File: src/ita_settings.svh
/* tile geometry and flow-control limits of the controller
   ITA_BEATS_PER_TILE and ITA_FIFO_DEPTH must fit in ITA_CNT_W bits */

`ifndef ITA_SETTINGS_SVH
`define ITA_SETTINGS_SVH

// tile edge in rows
`define ITA_M 8

// parallel lanes per beat
`define ITA_N 4

`define ITA_BEATS_PER_TILE ((`ITA_M * `ITA_M) / `ITA_N)

// outputs allowed in flight before the inputs stall
`define ITA_FIFO_DEPTH 4

// tile, beat and in-flight counters
`define ITA_CNT_W 8

`endif

File: src/ita_ctrl_pkg.sv
/* types shared by the tile sequencing controller
   tile counts in ctrl_t are held stable while a layer runs */

`include "ita_settings.svh"

package ita_ctrl_pkg;

  typedef logic [`ITA_CNT_W-1:0] counter_t;

  typedef enum logic [1:0] {
    Idle   = 2'd0,
    MatMul = 2'd1, // linear layer
    F1     = 2'd2, // feedforward, first matmul
    F2     = 2'd3  // feedforward, second matmul
  } step_e;

  typedef enum logic {
    Linear      = 1'b0,
    Feedforward = 1'b1
  } layer_e;

  // layer setup from the host
  typedef struct packed {
    logic     start;
    layer_e   layer;
    counter_t tile_s; // sequence tiles
    counter_t tile_e; // embedding tiles
    counter_t tile_p; // projection tiles
    counter_t tile_f; // feedforward tiles
  } ctrl_t;

  // output position of the tile being computed
  typedef struct packed {
    counter_t tile_x;
    counter_t tile_y;
    counter_t inner_tile;
    logic     first_inner;
    logic     last_inner;
  } tile_pos_t;

endpackage

File: src/ita_beat_gate.sv
/* input handshakes and beat counting
   tile_done is combinational and pulses on the final beat of a tile */

`timescale 1ns/1ns

`include "ita_settings.svh"

module ita_beat_gate (
  input  logic                clk_i,
  input  logic                rst_ni,
  input  ita_ctrl_pkg::step_e step_i,
  input  logic                stall_i,
  input  logic                inp_valid_i,
  input  logic                weight_valid_i,
  input  logic                bias_valid_i,
  output logic                inp_ready_o,
  output logic                weight_ready_o,
  output logic                bias_ready_o,
  output logic                calc_en_o,
  output logic                tile_done_o
);

  ita_ctrl_pkg::counter_t beat_q;
  logic allow;

  assign allow = (step_i != ita_ctrl_pkg::Idle) && !stall_i;

  // input and weight pair up, bias follows the weight
  assign inp_ready_o    = allow & weight_valid_i;
  assign weight_ready_o = allow & inp_valid_i;
  assign bias_ready_o   = allow & weight_valid_i;

  assign calc_en_o   = allow & inp_valid_i & weight_valid_i & bias_valid_i;
  assign tile_done_o = calc_en_o &&
                       (beat_q == ita_ctrl_pkg::counter_t'(`ITA_BEATS_PER_TILE - 1));

  always_ff @(posedge clk_i or negedge rst_ni) begin
    if (!rst_ni) begin
      beat_q <= '0;
    end else if (tile_done_o) begin
      beat_q <= '0;
    end else if (calc_en_o) begin
      beat_q <= beat_q + ita_ctrl_pkg::counter_t'(1);
    end
  end

endmodule

File: src/ita_ctrl_top.sv
/* tile sequencing controller for linear and feedforward layers
   ctrl_i must stay stable from start until step_o is back at Idle */

`timescale 1ns/1ns

module ita_ctrl_top (
  input  logic                    clk_i,
  input  logic                    rst_ni,
  input  ita_ctrl_pkg::ctrl_t     ctrl_i,
  input  logic                    inp_valid_i,
  output logic                    inp_ready_o,
  input  logic                    weight_valid_i,
  output logic                    weight_ready_o,
  input  logic                    bias_valid_i,
  output logic                    bias_ready_o,
  input  logic                    oup_valid_i,
  input  logic                    oup_ready_i,
  output ita_ctrl_pkg::step_e     step_o,
  output logic                    calc_en_o,
  output ita_ctrl_pkg::tile_pos_t tile_pos_o
);

  logic stall;
  logic tile_done;

  ita_tile_sequencer u_sequencer (
    .clk_i       (clk_i),
    .rst_ni      (rst_ni),
    .ctrl_i      (ctrl_i),
    .tile_done_i (tile_done),
    .step_o      (step_o),
    .tile_pos_o  (tile_pos_o)
  );

  ita_outstanding_tracker u_tracker (
    .clk_i        (clk_i),
    .rst_ni       (rst_ni),
    .calc_en_i    (calc_en_o),
    .last_inner_i (tile_pos_o.last_inner),
    .oup_valid_i  (oup_valid_i),
    .oup_ready_i  (oup_ready_i),
    .stall_o      (stall)
  );

  ita_beat_gate u_beat_gate (
    .clk_i          (clk_i),
    .rst_ni         (rst_ni),
    .step_i         (step_o),
    .stall_i        (stall),
    .inp_valid_i    (inp_valid_i),
    .weight_valid_i (weight_valid_i),
    .bias_valid_i   (bias_valid_i),
    .inp_ready_o    (inp_ready_o),
    .weight_ready_o (weight_ready_o),
    .bias_ready_o   (bias_ready_o),
    .calc_en_o      (calc_en_o),
    .tile_done_o    (tile_done)
  );

endmodule

File: src/ita_outstanding_tracker.sv
/* counts last-inner beats whose outputs have not left yet
   an output handshake with nothing in flight is ignored */

`timescale 1ns/1ns

`include "ita_settings.svh"

module ita_outstanding_tracker (
  input  logic clk_i,
  input  logic rst_ni,
  input  logic calc_en_i,
  input  logic last_inner_i,
  input  logic oup_valid_i,
  input  logic oup_ready_i,
  output logic stall_o
);

  ita_ctrl_pkg::counter_t ongoing_q;
  logic push, pop;

  assign push = calc_en_i & last_inner_i; // beat that yields an output
  assign pop  = oup_valid_i & oup_ready_i;

  always_ff @(posedge clk_i or negedge rst_ni) begin
    if (!rst_ni) begin
      ongoing_q <= '0;
    end else if (push && !pop) begin
      ongoing_q <= ongoing_q + ita_ctrl_pkg::counter_t'(1);
    end else if (pop && !push && ongoing_q != '0) begin
      ongoing_q <= ongoing_q - ita_ctrl_pkg::counter_t'(1);
    end
  end

  // output FIFO full
  assign stall_o = (ongoing_q >= ita_ctrl_pkg::counter_t'(`ITA_FIFO_DEPTH));

endmodule

File: src/ita_tile_sequencer.sv
/* step FSM and tile counters for the linear and feedforward layers
   tile limits of zero are not supported, counters then run to wrap */

`timescale 1ns/1ns

module ita_tile_sequencer (
  input  logic                    clk_i,
  input  logic                    rst_ni,
  input  ita_ctrl_pkg::ctrl_t     ctrl_i,
  input  logic                    tile_done_i,
  output ita_ctrl_pkg::step_e     step_o,
  output ita_ctrl_pkg::tile_pos_t tile_pos_o
);

  ita_ctrl_pkg::step_e    step_d, step_q;
  ita_ctrl_pkg::counter_t inner_d, inner_q;
  ita_ctrl_pkg::counter_t tile_x_d, tile_x_q;
  ita_ctrl_pkg::counter_t tile_y_d, tile_y_q;
  ita_ctrl_pkg::counter_t tile_d, tile_q; // tiles done in this step

  ita_ctrl_pkg::counter_t inner_lim, x_lim, total_lim;

  // per-step loop limits
  always_comb begin
    case (step_q)
      ita_ctrl_pkg::MatMul: begin
        inner_lim = ctrl_i.tile_e;
        x_lim     = ctrl_i.tile_p;
        total_lim = ctrl_i.tile_s * ctrl_i.tile_p;
      end
      ita_ctrl_pkg::F1: begin
        inner_lim = ctrl_i.tile_e;
        x_lim     = ctrl_i.tile_f;
        total_lim = ctrl_i.tile_s * ctrl_i.tile_f;
      end
      ita_ctrl_pkg::F2: begin
        inner_lim = ctrl_i.tile_f; // inner loop runs over the hidden dim
        x_lim     = ctrl_i.tile_e;
        total_lim = ctrl_i.tile_s * ctrl_i.tile_e;
      end
      default: begin
        inner_lim = '0;
        x_lim     = '0;
        total_lim = '0;
      end
    endcase
  end

  always_comb begin
    step_d   = step_q;
    inner_d  = inner_q;
    tile_x_d = tile_x_q;
    tile_y_d = tile_y_q;
    tile_d   = tile_q;

    if (step_q == ita_ctrl_pkg::Idle) begin
      inner_d  = '0;
      tile_x_d = '0;
      tile_y_d = '0;
      tile_d   = '0;
      if (ctrl_i.start) begin
        step_d = (ctrl_i.layer == ita_ctrl_pkg::Feedforward) ? ita_ctrl_pkg::F1
                                                             : ita_ctrl_pkg::MatMul;
      end
    end else if (tile_done_i) begin
      if (inner_q == inner_lim - ita_ctrl_pkg::counter_t'(1)) begin // end of inner loop
        inner_d = '0;
        tile_d  = tile_q + ita_ctrl_pkg::counter_t'(1);
        if (tile_x_q == x_lim - ita_ctrl_pkg::counter_t'(1)) begin
          tile_x_d = '0;
          tile_y_d = tile_y_q + ita_ctrl_pkg::counter_t'(1);
        end else begin
          tile_x_d = tile_x_q + ita_ctrl_pkg::counter_t'(1);
        end
        if (tile_q == total_lim - ita_ctrl_pkg::counter_t'(1)) begin // last tile of step
          tile_d   = '0;
          tile_x_d = '0;
          tile_y_d = '0;
          step_d   = (step_q == ita_ctrl_pkg::F1) ? ita_ctrl_pkg::F2 : ita_ctrl_pkg::Idle;
        end
      end else begin
        inner_d = inner_q + ita_ctrl_pkg::counter_t'(1);
      end
    end
  end

  always_ff @(posedge clk_i or negedge rst_ni) begin
    if (!rst_ni) begin
      step_q   <= ita_ctrl_pkg::Idle;
      inner_q  <= '0;
      tile_x_q <= '0;
      tile_y_q <= '0;
      tile_q   <= '0;
    end else begin
      step_q   <= step_d;
      inner_q  <= inner_d;
      tile_x_q <= tile_x_d;
      tile_y_q <= tile_y_d;
      tile_q   <= tile_d;
    end
  end

  assign step_o = step_q;

  // decoded from registers only, so it moves on the edge after tile_done
  assign tile_pos_o.tile_x      = tile_x_q;
  assign tile_pos_o.tile_y      = tile_y_q;
  assign tile_pos_o.inner_tile  = inner_q;
  assign tile_pos_o.first_inner = (inner_q == '0);
  assign tile_pos_o.last_inner  = (step_q != ita_ctrl_pkg::Idle) &&
                                  (inner_q == inner_lim - ita_ctrl_pkg::counter_t'(1));

endmodule

File: config.mk
export PLATFORM = sky130hd
export DESIGN_NAME = ita_ctrl_top
export DESIGN_NICKNAME = d
export VERILOG_FILES = /design/src/ita_ctrl_pkg.sv /design/src/ita_beat_gate.sv /design/src/ita_ctrl_top.sv /design/src/ita_outstanding_tracker.sv /design/src/ita_tile_sequencer.sv
export VERILOG_INCLUDE_DIRS = /design/src
export SDC_FILE = /design/constraint.sdc
export NUM_CORES = 1
export LEC_CHECK = 0
export BUFFER_PORTS_ARGS = -buffer_cell sky130_fd_sc_hd__clkbuf_2
export CAP_MARGIN = 20
export CORE_MARGIN = 3
export CORE_UTILIZATION = 55
export DETAILED_ROUTE_END_ITERATION = 10
export GPL_TIMING_DRIVEN = 0
export PLACE_DENSITY = 0.81
export SETUP_SLACK_MARGIN = 0.2
export SYNTH_ARGS = -nofsm -noshare
export SYNTH_HDL_FRONTEND = slang
export SYNTH_SLANG_ARGS = --single-unit
File: constraint.sdc
create_clock -name clk_i -period 4.9 [get_ports clk_i]
set_input_delay 0.49 -clock clk_i [delete_from_list [all_inputs] [get_ports clk_i]]
set_output_delay 0.49 -clock clk_i [all_outputs]
set_load 0.01 [all_outputs]
Word level (Yosys, flattened, before mapping)
Index checks and enable logic that the tools add are counted.
{"block": "totals", "register_bits": 50, "in_bits": 41, "output_inout_bits": 32, "elab_cells": 89}
{"block": "classes", "n_addsub": 10, "multipliers": 3, "magnitude_cmp": 1, "n_eq_ne": 8, "muxes": 31, "bitwise_logic": 6, "reduce_logical": 23}
{"op": "$mux W8", "count": 21}
{"op": "$add A8 B1 Y8 const B", "count": 6}
{"op": "$pmux W8 S3", "count": 2}
{"op": "$sub A8 B1 Y8 const B", "count": 4}
{"op": "$eq A8 B8 Y1", "count": 3}
{"op": "$mul A8 B8 Y8", "count": 3}
{"op": "$pmux W8 S2", "count": 1}
{"op": "$mux W2", "count": 7}
{"op": "$reduce_bool A2 Y1", "count": 6}
{"op": "$eq A8 B4 Y1 const B", "count": 1}
{"op": "$ge A8 B3 Y1 const B", "count": 1}
{"op": "$logic_not A8 Y1", "count": 1}
{"op": "$reduce_bool A8 Y1", "count": 1}
{"op": "$and A1 B1 Y1", "count": 6}
{"op": "$logic_and A1 B1 Y1", "count": 6}
{"op": "$eq A2 B2 Y1 const B", "count": 2}
{"op": "$reduce_and A4 Y1", "count": 1}
{"op": "$logic_not A1 Y1", "count": 3}
{"op": "$reduce_and A3 Y1", "count": 1}
{"op": "$reduce_bool A3 Y1", "count": 1}
{"op": "$eq A2 B1 Y1 const B", "count": 1}
{"op": "$logic_not A2 Y1", "count": 1}
{"op": "$ne A2 B2 Y1 const B", "count": 1}
{"op": "$reduce_and A2 Y1", "count": 1}
{"op": "$reduce_or A2 Y1", "count": 1}

Depth between registers and ports, before layout
{"block": "depth", "ltp_word": 12, "mapped_depth": 24, "depth_no_buf": 21}

By module
From an unflattened synthesis, not the netlist that was laid out.
{"block": "unflattened", "cells_unflattened": 803, "hier_area_um2": 6979.2}
{"mod": "ita_tile_sequencer", "instances": 1, "cells_per_inst": 689, "area_each_um2": 5840.6, "seq_area_each_um2": 850.8}
{"mod": "ita_outstanding_tracker", "instances": 1, "cells_per_inst": 66, "area_each_um2": 681.9, "seq_area_each_um2": 200.2}
{"mod": "ita_beat_gate", "instances": 1, "cells_per_inst": 48, "area_each_um2": 456.7, "seq_area_each_um2": 200.2}

Least setup slack after synthesis
Ideal clock, no wire load.
{"block": "synth_path", "path_kind": "input-to-reg", "startpoint": "input port ctrl_i[25] in the netlist's numbering", "endpoint": "register u_sequencer.tile_q[6]", "setup_ns": 0.076, "t_arrival_ns": 5.533, "required_ns": 4.824, "setup_slack_ns": -0.709, "stages": 18, "path_buffers": 3, "path_cell_list": "clkbuf_1 > clkbuf_1 > nand2_1 > fa_1 > fa_1 > inv_1 > fa_1 > fa_1 > ha_1 > a21oi_1 > xnor3_1 > xnor3_1 > a222oi_1 > xnor3_1 > and3_1 > buf_4 > or4_1 > o21ai_1"}
{"block": "synth_between", "elab_chain_cells": 8, "word_cells_on_any_way": 10, "classes_between": "1 x add/sub; 3 x mul; 1 x eq/ne; 5 x mux"}
{"item": "start: declaration", "line_no": "ita_ctrl_top.sv:9", "source": "input ita_ctrl_pkg::ctrl_t ctrl_i,"}
{"item": "$mul A8 B8 Y8, on equally long branches", "line_no": "ita_tile_sequencer.sv:39, ita_tile_sequencer.sv:29, ita_tile_sequencer.sv:34"}
{"item": "$pmux W8 S3 (*)", "line_no": "ita_tile_sequencer.sv:25", "source": "case (step_q)"}
{"item": "$sub A8 B1 Y8 (*)", "line_no": "ita_tile_sequencer.sv:75", "source": "if (tile_q == total_lim - ita_ctrl_pkg::counter_t'(1)) begin"}
{"item": "$eq A8 B8 Y1 (*)", "line_no": "ita_tile_sequencer.sv:75"}
{"item": "$mux W8 (*)", "line_no": "ita_tile_sequencer.sv:75"}
{"item": "$mux W8 (*)", "line_no": "ita_tile_sequencer.sv:66", "source": "if (inner_q == inner_lim - ita_ctrl_pkg::counter_t'(1)) begin"}
{"item": "$mux W8 (*)", "line_no": "ita_tile_sequencer.sv:65", "source": "end else if (tile_done_i) begin"}
{"item": "$mux W8 (*)", "line_no": "ita_tile_sequencer.sv:56", "source": "if (step_q == ita_ctrl_pkg::Idle) begin"}
{"item": "end signal: assignment", "line_no": "ita_tile_sequencer.sv:99", "source": "tile_q <= tile_d;"}
{"item": "end: declaration", "line_no": "ita_tile_sequencer.sv:19", "source": "ita_ctrl_pkg::counter_t tile_d, tile_q;"}
Mark *: on every way between the ends. The rest lies on a longest branch, timed or not. The select of a mux whose other input is x is not followed.
A chain may end at the register's enable or synchronous reset.

Final worst setup path
{"block": "layout_path", "startpoint": "input port ctrl_i[24] in the netlist's numbering", "endpoint": "register u_sequencer.tile_q[2]"}
Same word-level chain as after synthesis.

==> report_table.html <==
<table>
<tr><th>Metric</th><th>Value</th></tr>
<tr><th colspan="2">Critical path</th></tr>
<tr><td>Crit-path max FO</td><td>5</td></tr>
<tr><td>Worst reg2reg path depth</td><td>16</td></tr>
<tr><td>Critical path required time</td><td>5.12 ns</td></tr>
<tr><td>Endpoint of the worst register-to-register path</td><td>u_sequencer.tile_x_q[4]$_DFFE_PN0P_</td></tr>
<tr><td>R2R Setup Slk</td><td>0.10 ns</td></tr>
<tr><td>Critical path endpoint</td><td>u_sequencer.tile_q[2]$_DFFE_PN0P_</td></tr>
<tr><td>Critical path data arrival time</td><td>5.40 ns</td></tr>
<tr><td>Nature of the critical path endpoint</td><td>register</td></tr>
<tr><td>Category of the critical setup timing path</td><td>input pin to register</td></tr>
<tr><td>Critical R2R Launch</td><td>u_sequencer.step_o[0]$_DFFE_PN0P_</td></tr>
<tr><td>Critical path startpoint</td><td>ctrl_i[24]</td></tr>
<tr><td>Critical Path Start Type</td><td>input pin</td></tr>
<tr><th colspan="2">Timing</th></tr>
<tr><td>Worst slew margin relative to its limit</td><td>0.288</td></tr>
<tr><td>Final hold violations</td><td>0</td></tr>
<tr><td>Max-slew violation count</td><td>0</td></tr>
<tr><td>Post-Route Hold Slack</td><td>0.183 ns</td></tr>
<tr><td>Sum Neg Setup Slack</td><td>-4.04 ns</td></tr>
<tr><td>RSZ-0062 raised after global routing</td><td>true</td></tr>
<tr><td>Min setup slack post-route</td><td>-0.281 ns</td></tr>
<tr><td>Part of the cycle the worst path needs</td><td>1.06</td></tr>
<tr><td>Worst-margin pin slew</td><td>1.07 ns</td></tr>
<tr><td>Highest clock rate</td><td>0.193 GHz</td></tr>
<tr><td>Setup-violating endpoint count in the final report</td><td>26</td></tr>
<tr><td>Clock skew</td><td>0.00597 ns</td></tr>
<tr><td>Tmin final</td><td>5.18 ns</td></tr>
<tr><th colspan="2">GRT</th></tr>
<tr><td>Maximum number of pins on one net before global-route repair</td><td>30</td></tr>
<tr><td>Global Route Usage Sum</td><td>0.297</td></tr>
<tr><td>Overall overflow remaining after global route</td><td>0</td></tr>
<tr><td>First-pass GRT wire length</td><td>31600 um</td></tr>
<tr><td>Antenna violations before repair</td><td>1</td></tr>
<tr><td>Via count of the first global-routing pass</td><td>6570</td></tr>
<tr><th colspan="2">Pwr</th></tr>
<tr><td>Worst vdd ir</td><td>0.287 mV</td></tr>
<tr><td>Lkg Pwr</td><td>3.92 nW</td></tr>
<tr><td>Power per cell area</td><td>276 nW/um^2</td></tr>
<tr><th colspan="2">Floorplanning</th></tr>
<tr><td>Number of core rows</td><td>39</td></tr>
<tr><td>Die footprint</td><td>13300 sq um</td></tr>
<tr><td>Vert. Die Dim</td><td>115 um</td></tr>
<tr><td># IOs</td><td>73</td></tr>
<tr><td>Die width</td><td>115 um</td></tr>
<tr><td>Core box area</td><td>11600 sq um</td></tr>
<tr><td>Effective utilization at floorplan</td><td>0.569</td></tr>
<tr><th colspan="2">Synthesis</th></tr>
<tr><td>Count of synthesis-stage warnings from yosys</td><td>0</td></tr>
<tr><td>Distinct cells, synth</td><td>72</td></tr>
<tr><td>Summed instance area of the synthesized netlist</td><td>6580 sq um</td></tr>
<tr><td>Post-synthesis register bit count</td><td>50</td></tr>
<tr><td>Mean instance size in the synthesized netlist</td><td>8.89 sq um</td></tr>
<tr><td>Synthesized Nets</td><td>885</td></tr>
<tr><td>Proportion of synthesized chip area in sequential cells</td><td>0.190</td></tr>
<tr><td>Synthesized netlist cell count</td><td>740</td></tr>
<tr><td>Asr flop ratio synth</td><td>1.00</td></tr>
<tr><td>Primary flip-flop cell chosen by synthesis mapping</td><td>sky130_fd_sc_hd__dfrtp_1</td></tr>
<tr><td>Number of synthesized flops with an enable pin</td><td>0</td></tr>
<tr><th colspan="2">Routing</th></tr>
<tr><td>Residual DRC count</td><td>0</td></tr>
<tr><td>Routed wire length on met2</td><td>10200 um</td></tr>
<tr><td>Met3 routed WL</td><td>1740 um</td></tr>
<tr><td>Number of design-rule violations left by the first detailed-router iteration</td><td>641</td></tr>
<tr><td>DRT antenna net count</td><td>0</td></tr>
<tr><td>Final wirelength</td><td>20500 um</td></tr>
<tr><td>Top routing layer used</td><td>met5</td></tr>
<tr><td>First-pass iteration count of the detailed router</td><td>6</td></tr>
<tr><td>Vias per cell</td><td>6.45</td></tr>
<tr><td>Sum of routed wire segments on met1</td><td>7740 um</td></tr>
<tr><td>Total via count in the routed design</td><td>6528</td></tr>
<tr><td>Final routed wire length divided by cell count</td><td>20.2 um</td></tr>
<tr><th colspan="2">Status</th></tr>
<tr><td>Result of the run</td><td>finished with violations</td></tr>
<tr><td>Violated checks</td><td>setup timing</td></tr>
<tr><th colspan="2">Finish</th></tr>
<tr><td>Leading cell type in the layout, fill and taps excluded</td><td>sky130_fd_sc_hd__nand2_1</td></tr>
<tr><td>Nets</td><td>1013</td></tr>
<tr><td>Synth-to-layout area growth</td><td>29.5%</td></tr>
<tr><td>Inserted Diodes</td><td>0</td></tr>
<tr><td>Fill cell instance count of the final layout</td><td>780</td></tr>
<tr><td>Most frequent cells in the layout</td><td>85 x sky130_fd_sc_hd__nand2_1, 68 x sky130_fd_sc_hd__clkbuf_2, 58 x sky130_fd_sc_hd__and2_1</td></tr>
<tr><td>Multi-input gate area</td><td>5670 sq um</td></tr>
<tr><td>Layout cells sized above 1</td><td>0.314</td></tr>
<tr><td>Area taken by flip-flops and latches</td><td>1250 sq um</td></tr>
<tr><th colspan="2">Clock network</th></tr>
<tr><td>Maximum level of the CTS H-tree</td><td>2</td></tr>
<tr><td>CTS root buf</td><td>sky130_fd_sc_hd__clkbuf_16</td></tr>
<tr><td>Maximum number of buffers from clock root to sink</td><td>2</td></tr>
<tr><td>Insertion delay to the later sink of the worst-skew pair</td><td>0.30 ns</td></tr>
<tr><td>Count of hold buffers inserted by post-cts repair</td><td>0</td></tr>
<tr><td>Clock tree from TritonCTS</td><td>done</td></tr>
<tr><td>Clock transition at path regs</td><td>0.07 ns</td></tr>
<tr><td>Number of clock buffers inserted by TritonCTS</td><td>5</td></tr>
<tr><td>Clk sinks</td><td>50</td></tr>
<tr><th colspan="2">Placed design</th></tr>
<tr><td>Port buffer count</td><td>71</td></tr>
<tr><td>Routability Congestion</td><td>0.961</td></tr>
<tr><td>Total half-perimeter wirelength after legalization and detailed placement</td><td>14100 um</td></tr>
<tr><th colspan="2">Run</th></tr>
<tr><td>Maxcap violations</td><td>0</td></tr>
<tr><th colspan="2">Worst hold path</th></tr>
<tr><td>Hold Crit Class</td><td>input pin to async pin</td></tr>
</table>
==> critical path: stages <==
cell and delay, ns:
sky130_fd_sc_hd__clkbuf_8 0.12, sky130_fd_sc_hd__clkbuf_8 0.14, sky130_fd_sc_hd__buf_4 0.13, sky130_fd_sc_hd__and2_1 0.13, sky130_fd_sc_hd__ha_1 0.21, sky130_fd_sc_hd__fa_1 0.52
sky130_fd_sc_hd__ha_4 0.21, sky130_fd_sc_hd__fa_1 0.51, sky130_fd_sc_hd__fa_2 0.47, sky130_fd_sc_hd__a21o_1 0.20, sky130_fd_sc_hd__a21oi_2 0.15, sky130_fd_sc_hd__xnor3_1 0.24
sky130_fd_sc_hd__xnor3_1 0.25, sky130_fd_sc_hd__a222oi_1 0.40, sky130_fd_sc_hd__xnor3_2 0.38, sky130_fd_sc_hd__and3_4 0.20, sky130_fd_sc_hd__buf_6 0.12, sky130_fd_sc_hd__or4_1 0.41
sky130_fd_sc_hd__o21ai_1 0.11
==> layer usage <==
metal,track usage,vias to the layer above
met5,0,-
met4,0.116,2
met3,0.0532,80
met2,0.526,400
met1,0.357,3145
li1,-,2901
==> synthesized netlist by cell type (14+ instances only) <==
master / number / share of area
sky130_fd_sc_hd__a21oi_1: 28 / 0.021
sky130_fd_sc_hd__a222oi_1: 14 / 0.021
sky130_fd_sc_hd__and2_1: 63 / 0.060
sky130_fd_sc_hd__clkbuf_1: 16 / 0.0091
sky130_fd_sc_hd__dfrtp_1: 50 / 0.19
sky130_fd_sc_hd__fa_1: 37 / 0.11
sky130_fd_sc_hd__ha_1: 67 / 0.13
sky130_fd_sc_hd__inv_1: 36 / 0.021
sky130_fd_sc_hd__nand2_1: 88 / 0.050
sky130_fd_sc_hd__nand3_1: 21 / 0.016
sky130_fd_sc_hd__nor2_1: 31 / 0.018
sky130_fd_sc_hd__o21ai_0: 27 / 0.021
sky130_fd_sc_hd__xnor2_1: 46 / 0.061
sky130_fd_sc_hd__xor2_1: 26 / 0.035
==> kinds of logic after synthesis <==
| logic type | after synthesis | share of synthesized area |
|---|---|---|
| adder cells (fa/ha/maj) | 104 | 0.240 |
| AND/OR/NAND/NOR | 281 | 0.226 |
| XOR/XNOR | 79 | 0.120 |
| flip-flops | 50 | 0.190 |
| multiplexers | 14 | 0.0234 |
| buffers and inverters | 66 | 0.0443 |
| AO/OA/AOI/OAI | 146 | 0.156 |
==> metrics by stage <==
| step | setup WS, ns | total power [W] | area, sq um | utilization | std cells |
|---|---|---|---|---|---|
| 6_report | -0.281 | 0.00235 | 8520 | 0.737 | 1012 |
| 5_1_grt | -0.348 | 0.00249 | 8520 | 0.737 | 1012 |
| 2_1_floorplan | -0.184 | 0.00136 | 6800 | - | 740 |
| 4_1_cts | -0.282 | 0.00223 | 8110 | 0.701 | 996 |
| 3_5_place_dp | -1.03 | 0.00162 | 7360 | 0.636 | 955 |
| 3_3_place_gp | -0.971 | 0.00157 | 7340 | 0.635 | 954 |
==> registers in the layout, indices dropped and copies added (netlist names) <==
register,count
u_beat_gate.beat_q,8
u_sequencer.inner_q,8
u_sequencer.step_o,2
u_sequencer.tile_q,8
u_sequencer.tile_x_q,8
u_sequencer.tile_y_q,8
u_tracker.ongoing_q,8
==> final cells by class <==
class                   count  area share
plain buffers              30      0.0374
clock buffers               5      0.0147
clock inverters             3     0.00573
inverters                  36      0.0159
multi-input cells         625       0.665
flip-flops and latches     50       0.147
well taps                 143      0.0210
repair buffers            120      0.0935
==> power breakdown <==
part	total, W	internal (W)	leakage, nW	switching, W
Clock	0.000416	0.000245	0.0819	0.000171
Combinational	0.00144	0.000739	3.23	0.000697
Sequential	0.000499	0.000456	0.609	0.0000432
==> how the worst min path moves through the flow <==
stage / slack, ns / cells after the start / end / from
after floorplan: 0.19 / 0 / u_beat_gate.beat_q[0]$_DFFE_PN0P_ / rst_ni
after global placement: 0.46 / 1 / u_tracker.ongoing_q[7]$_DFFE_PN0P_ / u_tracker.ongoing_q[7]$_DFFE_PN0P_
after detailed placement: 0.47 / 1 / u_tracker.ongoing_q[7]$_DFFE_PN0P_ / u_tracker.ongoing_q[7]$_DFFE_PN0P_
after CTS: 0.20 / 1 / u_beat_gate.beat_q[2]$_DFFE_PN0P_ / rst_ni
after global routing: 0.22 / 1 / u_beat_gate.beat_q[2]$_DFFE_PN0P_ / rst_ni
final: 0.18 / 1 / u_sequencer.inner_q[4]$_DFFE_PN0P_ / rst_ni
==> repair_timing <==
item,CTS,global route
gates cloned,3,1
buffers inserted,30,15
pin swaps,44,50
endpoints found under the setup margin,32,30
resized for setup,61,65
(Power assumes the default switching activity.)
